===== config.mk =====
export PLATFORM = sky130hd
export DESIGN_NAME = l2_cache_control
export DESIGN_NICKNAME = d
export VERILOG_FILES = /design/src/hdl/l2_cache_pkg.sv /design/src/hdl/l2_cache_control.sv
export SDC_FILE = /design/constraint.sdc
export NUM_CORES = 1
export LEC_CHECK = 0
export BUFFER_PORTS_ARGS = -buffer_cell sky130_fd_sc_hd__buf_4
export CAP_MARGIN = 15
export CORE_MARGIN = 3
export CORE_UTILIZATION = 34
export DETAILED_ROUTE_END_ITERATION = 8
export GPL_ROUTABILITY_DRIVEN = 0
export MAX_ROUTING_LAYER = met4
export PLACE_DENSITY_LB_ADDON = 0.25
export SLEW_MARGIN = 10
export SYNTH_ARGS = -nofsm -noshare
export SYNTH_HDL_FRONTEND = slang
export SYNTH_SLANG_ARGS = --single-unit

===== constraint.sdc =====
create_clock -name clk -period 4.1 [get_ports clk]
set_input_delay 0.82 -clock clk [delete_from_list [all_inputs] [get_ports clk]]
set_output_delay 0.82 -clock clk [all_outputs]
set_load 0.05 [all_outputs]

===== src/hdl/l2_cache_pkg.sv =====
package l2_cache_pkg;

    ////////////////////////////////////////////////////////////
    // address geometry
    ////////////////////////////////////////////////////////////

    localparam int addr_bits   = 32;
    localparam int offset_bits = 5;
    localparam int set_bits    = 3;
    localparam int tag_bits    = addr_bits - set_bits - offset_bits;
    localparam int num_sets    = 1 << set_bits;

    // one line is 32 bytes.
    localparam int line_bits  = 256;
    localparam int line_bytes = line_bits / 8;

    ////////////////////////////////////////////////////////////
    // address views
    ////////////////////////////////////////////////////////////

    typedef struct packed {
        logic [tag_bits-1:0]    tag;
        logic [set_bits-1:0]    set;
        logic [offset_bits-1:0] offset;
    } l2_addr_fields_t;

    // the same word seen as a flat address or split into tag, set and offset.
    typedef union packed {
        logic [addr_bits-1:0] raw;
        l2_addr_fields_t      fields;
    } l2_addr_t;

endpackage : l2_cache_pkg

===== src/hdl/l2_cache_control.sv =====
`timescale 1ns/100ps

module l2_cache_control (
    input  logic                                clk,
    input  logic                                rst,

    input  logic                                lru_out,
    input  logic                                dirty0_out,
    input  logic                                dirty1_out,
    input  logic                                valid0_out,
    input  logic                                valid1_out,
    input  logic                                hit0,
    input  logic                                hit1,

    input  logic [l2_cache_pkg::line_bytes-1:0] mem_byte_enable256,
    input  logic                                mem_read,
    input  logic                                mem_write,
    input  logic                                pmem_resp,

    output logic                                ld_tag0,
    output logic                                ld_tag1,
    output logic                                ld_valid0,
    output logic                                ld_valid1,
    output logic                                ld_dirty0,
    output logic                                ld_dirty1,
    output logic                                ld_lru,
    output logic                                valid0_in,
    output logic                                valid1_in,
    output logic                                dirty0_in,
    output logic                                dirty1_in,
    output logic                                lru_in,
    output logic                                datain0_sel,
    output logic                                datain1_sel,
    output logic                                mem_addr_sel,
    output logic [l2_cache_pkg::line_bytes-1:0] byte_enable0,
    output logic [l2_cache_pkg::line_bytes-1:0] byte_enable1,
    output logic                                pmem_read,
    output logic                                pmem_write,
    output logic                                mem_resp
);

    typedef enum logic [2:0] {
        idle,
        cache_access,
        write_back,
        read,
        done
    } state_t;

    state_t state;
    state_t next_state;

    logic victim_dirty;

    // the way named by lru_out is replaced on a miss.
    assign victim_dirty = lru_out ? (valid1_out && dirty1_out)
                                  : (valid0_out && dirty0_out);

    ////////////////////////////////////////////////////////////
    // state outputs
    ////////////////////////////////////////////////////////////

    always_comb begin
        ld_tag0      = 1'b0;
        ld_tag1      = 1'b0;
        ld_valid0    = 1'b0;
        ld_valid1    = 1'b0;
        ld_dirty0    = 1'b0;
        ld_dirty1    = 1'b0;
        ld_lru       = 1'b0;
        valid0_in    = 1'b0;
        valid1_in    = 1'b0;
        dirty0_in    = 1'b0;
        dirty1_in    = 1'b0;
        lru_in       = 1'b0;
        datain0_sel  = 1'b0;
        datain1_sel  = 1'b0;
        mem_addr_sel = 1'b0;
        byte_enable0 = '0;
        byte_enable1 = '0;
        pmem_read    = 1'b0;
        pmem_write   = 1'b0;
        mem_resp     = 1'b0;

        case (state)
            // done sees the freshly filled line as a hit.
            cache_access, done: begin
                if (hit0 || hit1) begin
                    mem_resp = 1'b1;
                    ld_lru   = 1'b1;
                    lru_in   = hit0;
                end
                if (hit0 && mem_write) begin
                    ld_dirty0    = 1'b1;
                    dirty0_in    = 1'b1;
                    byte_enable0 = mem_byte_enable256;
                end else if (hit1 && mem_write) begin
                    ld_dirty1    = 1'b1;
                    dirty1_in    = 1'b1;
                    byte_enable1 = mem_byte_enable256;
                end
            end

            write_back: begin
                pmem_write   = 1'b1;
                mem_addr_sel = 1'b1;
            end

            read: begin
                pmem_read = 1'b1;
                if (pmem_resp) begin
                    if (lru_out) begin
                        datain1_sel  = 1'b1;
                        ld_tag1      = 1'b1;
                        ld_valid1    = 1'b1;
                        valid1_in    = 1'b1;
                        ld_dirty1    = 1'b1;
                        byte_enable1 = '1;
                    end else begin
                        datain0_sel  = 1'b1;
                        ld_tag0      = 1'b1;
                        ld_valid0    = 1'b1;
                        valid0_in    = 1'b1;
                        ld_dirty0    = 1'b1;
                        byte_enable0 = '1;
                    end
                end
            end

            default: begin
            end
        endcase
    end

    ////////////////////////////////////////////////////////////
    // next state
    ////////////////////////////////////////////////////////////

    always_comb begin
        next_state = state;
        unique case (state)
            idle: begin
                if (mem_read || mem_write) begin
                    next_state = cache_access;
                end
            end
            cache_access: begin
                if (hit0 || hit1) begin
                    next_state = idle;
                end else if (victim_dirty) begin
                    next_state = write_back;
                end else begin
                    next_state = read;
                end
            end
            write_back: begin
                if (pmem_resp) begin
                    next_state = read;
                end
            end
            read: begin
                if (pmem_resp) begin
                    next_state = done;
                end
            end
            done: begin
                next_state = idle;
            end
            default: begin
                next_state = idle;
            end
        endcase
    end

    always_ff @(posedge clk) begin
        if (rst) begin
            state <= idle;
        end else begin
            state <= next_state;
        end
    end

    a_pmem_exclusive : assert property (
        @(posedge clk) disable iff (rst)
        !(pmem_read && pmem_write)
    );

endmodule : l2_cache_control


After elaboration in Yosys (flattened, before gate mapping)
Cells that the tools add are included.
W data, S select, Z words.
{ "totals": {"regBits": 3, "in_bits": 44, "output_inout_bits": 82, "elab_cells": 52} }
{ "classes": {"n_eq_ne": 7, "muxes": 35, "n_reduce_logical": 9} }
{ "ops": {"columns": ["op", "n"], "rows": [
  ["$mux W32", 7],
  ["$pmux W32 S2", 2],
  ["$mux W1", 19],
  ["$pmux W3 S4", 1],
  ["$mux W3", 3],
  ["$eq A3 B2 Y1 const B", 2],
  ["$ne A2 B2 Y1 const B", 3],
  ["$logic_and A1 B1 Y1", 4],
  ["$pmux W1 S2", 2],
  ["$eq A3 B1 Y1 const B", 1],
  ["$eq A3 B3 Y1 const B", 1],
  ["$logic_not A3 Y1", 1],
  ["$reduce_and A3 Y1", 1],
  ["$logic_or A1 B1 Y1", 2],
  ["$mux W2", 1],
  ["$reduce_or A2 Y1", 1]
]} }

Depth between registers and ports, before layout
{ "depth": {"word_depth": 5, "ltp_mapped": 5, "mapped_depth_nobuf": 3} }

Worst setup path after synthesis
Ideal clock, no wire load.
{ "synth_path": {"path_type": "input-to-output", "from": "input hit1", "to": "output mem_resp", "t_arrival_ns": 2.317, "required_time_ns": 3.280, "setup_slack_ns": 0.963, "path_stages": 3, "path_buffers": 1, "cell_sequence": "nor2_1 nor3_1 buf_4"} }
{ "synth_via": {"elab_chain_len": 3} }
{ "synth_rtl": {"columns": ["element", "line", "text"], "rows": [
  ["from (decl)", "l2_cache_control.sv:13", "input logic hit1,"],
  ["$logic_or A1 B1 Y1", "l2_cache_control.sv:88", "if (hit0 || hit1) begin"],
  ["$mux W1 (2 in series)", null, null],
  ["to (decl)", "l2_cache_control.sv:39", "output logic mem_resp"]
]} }
No other way between the ends.

Final worst setup path
{ "layout_path": {"from": "input hit0", "to": "output byte_enable0[31] in the netlist's numbering"} }
{ "layout_via": {"elab_chain_len": 3} }
{ "layout_rtl": {"columns": ["element", "line", "text"], "rows": [
  ["from (decl)", "l2_cache_control.sv:12", "input logic hit0,"],
  ["$logic_and A1 B1 Y1", "l2_cache_control.sv:93", "if (hit0 && mem_write) begin"],
  ["$mux W32", "l2_cache_control.sv:93", null],
  ["$pmux W32 S2", "l2_cache_control.sv:85", "case (state)"],
  ["to (decl)", "l2_cache_control.sv:35", "output logic [l2_cache_pkg::line_bytes-1:0] byte_enable0,"]
]} }
No other way between the ends.

==> flow_summary.json <==
{
  "min-delay-start": "state[2]$_SDFFE_PP0P_",
  "period_minus_slack_ns": 3.10,
  "required_ns": 3.28,
  "reg_top3": "state (3)",
  "yosys_warnings": 0,
  "top_usage_layer": "met2",
  "tritoncts": "done",
  "worstMarginPinSlew_ns": 0.772,
  "diodes": 0,
  "grt_pass1_vias": 1219,
  "synth.distinct_cells": 24,
  "fin_crit_sh_pct": 75.7,
  "synth_top_area_share_pct": 49.7,
  "track_usage_pct": 20.6,
  "path_clk_slew_ns": 0.04,
  "die-area_um2": 3520,
  "hold_end": "state[1]$_SDFFE_PP0P_",
  "ios": 126,
  "syn-cell-area_um2": 967,
  "globalRouteOverflowTotal": 0,
  "post_cts_resize_count": 0,
  "antenna_found_initial": 0,
  "die_width_um": 59.3,
  "avgSynthCellArea_um2": 7.99,
  "postRouteWirelength_um": 3970,
  "synth_fp_nets": 165,
  "critical_path_arrival_ns": 2.28,
  "cts_setup_buffers": 0,
  "peakVddDrop_v": 0.000132,
  "coreArea_um2": 2590,
  "utilization_pct": 70.0,
  "use_met2_pct": 38.2,
  "synthCells": 121,
  "ff2ff_setup_slack_ns": 2.50,
  "max_freq_ghz": 0.322,
  "crit_slowest_cell": "nor3_4",
  "ys_seq_area_share_pct": 6.21,
  "setup_tns_ns": 0,
  "endpoint_kind": "output port",
  "cp_top_family": "simple AND/OR/NAND/NOR gates",
  "critPathBufInv": 3,
  "cts_root_buf": "clkbuf_4",
  "avgViaCountPerCell": 5.10,
  "portBuffers": 125,
  "area_growth_pct": 87.3,
  "final_hold_viol_count": 0,
  "fin_ws_ns": 0.996,
  "synthTopCellsByArea": "a21o_1 (50%), buf_6 (9.3%), buf_4 (7.0%)",
  "reg2reg_to": "state[0]$_SDFFE_PP0P_",
  "crit_top_cell": "buf_4",
  "grt_util_met1_pct": 22.6,
  "wl_per_cell_um": 15.2,
  "path_max_fanout": 21,
  "max-cap-violations": 0,
  "whs_path_depth": 1,
  "drt_pre_antenna_iters": 4,
  "postCtsHoldBufs": 0,
  "cts.sinks": 3,
  "met3_usage_pct": 3.05,
  "clock_latency_ns": 0.23,
  "whs_ns": 0.690,
  "slew-limit-headroom_pct": 48.4,
  "status": "finished clean",
  "start_util_pct": 37.3,
  "largest_register": "state",
  "power.density_nw_per_um2": 161,
  "slew_violations": 0,
  "first_iter_violations": 77,
  "crit_type": "in2out",
  "hp-class": "reg2reg",
  "pre_cts_ws_ns": 0.991,
  "grt_pass1_wl_um": 5570,
  "grt_max_degree": 30,
  "nNetsFinal": 276,
  "dp_hpwl_um": 3180,
  "fin_skew_ns": 0.00117,
  "r2r_cells": 3,
  "slowest_delay_ns": 0.60,
  "drcViolationCount": 0,
  "ys_ff_latch": 3,
  "p_leak_nw": 1.49,
  "drtAntennaViolNets": 0,
  "final_common_cell": "buf_4",
  "setup_viol": 0,
  "rr_startpoint": "state[0]$_SDFFE_PP0P_",
  "yosysTopAreaCell": "a21o_1",
  "rsz0062_at_grt": "false",
  "cts_made_buffers": 3,
  "clk_path_buf_depth": 2,
  "critPathLaunchType": "input pin",
  "largest_reg_flops": 3,
  "path_cells": "buf_4 -> nand2_1 -> nor3_4 -> buf_4 -> a21o_1 -> buf_4",
  "h-tree-depth": 1,
  "drive_gt1_share_pct": 61.0,
  "core.rowCount": 18,
  "die_h_um": 59.3,
  "layout_common_cells": "buf_4 (129), a21o_1 (64), nor2_1 (4), nor3b_1 (4)",
  "vias": 1332
}
power by group:
group | switching (W) | total (W) | internal [W]
registers | 0.00000609 | 0.0000372 | 0.0000311
clock network | 0.0000148 | 0.0000512 | 0.0000364
logic | 0.000126 | 0.000203 | 0.0000766
total | 0.000147 | 0.000291 | 0.000144
how the worst max path moves through the flow:
stage               slack, ns                  start  cells after the start               end
finish                    1.0                   hit0                      6  byte_enable0[31]
global route             0.84  state[1]$_SDFFE_PP0P_                      5  byte_enable1[20]
CTS                      0.97  state[1]$_SDFFE_PP0P_                      5  byte_enable1[20]
detailed placement       0.99              pmem_resp                      6  byte_enable1[20]
global placement         1.06              pmem_resp                      6  byte_enable1[16]
floorplan                0.96                   hit1                      3          mem_resp
layer usage:
layer / up-vias / wire length, µm
met2: 70 / 2110
li1: 650 / -
met1: 610 / 1400
met3: 2 / 445
met5: - / 0
met4: 0 / 11
through the flow:
step	total power [W]	std cells	cell area [µm²]
CTS	0.000295	261	1810
global route	0.000306	261	1810
detailed placement	0.000241	257	1790
finish	0.000291	261	1810
floorplan	0.000168	121	967
global placement	0.000238	257	1790
synthesized netlist by cell type (all sizes together):
| cell type | number |
|---|---|
| nand2 | 3 |
| a41oi | 1 |
| nor3 | 3 |
| inv | 1 |
| xnor2 | 1 |
| dfxtp | 3 |
| nand3b | 1 |
| nor2 | 6 |
| nand3 | 2 |
| or2 | 2 |
| or3 | 1 |
| a21o | 64 |
| a21oi | 1 |
| nor3b | 4 |
| a2111oi | 1 |
| nor4 | 1 |
| nand2b | 1 |
| o21ai | 1 |
| nand4b | 1 |
| buf | 23 |
logic make-up (layout without fill, tap and decap cells):
group	Yosys count	in the layout	share of synthesized area, %
buffers and inverters	24	134	19.8
XOR/XNOR	1	1	2.85
flip-flops	3	3	6.21
AO/OA/AOI/OAI	68	68	53.2
AND/OR/NAND/NOR	25	25	18.0
final cells by class:
cell class,count,area (µm²)
clock buffer,4,26.3
fill,229,778
inverter,1,3.75
multi-input combinational,94,716
sequential,3,60.1
tap,30,37.5
timing repair buffer,129,968
No activity file was read; power rests on OpenSTA's default activity.
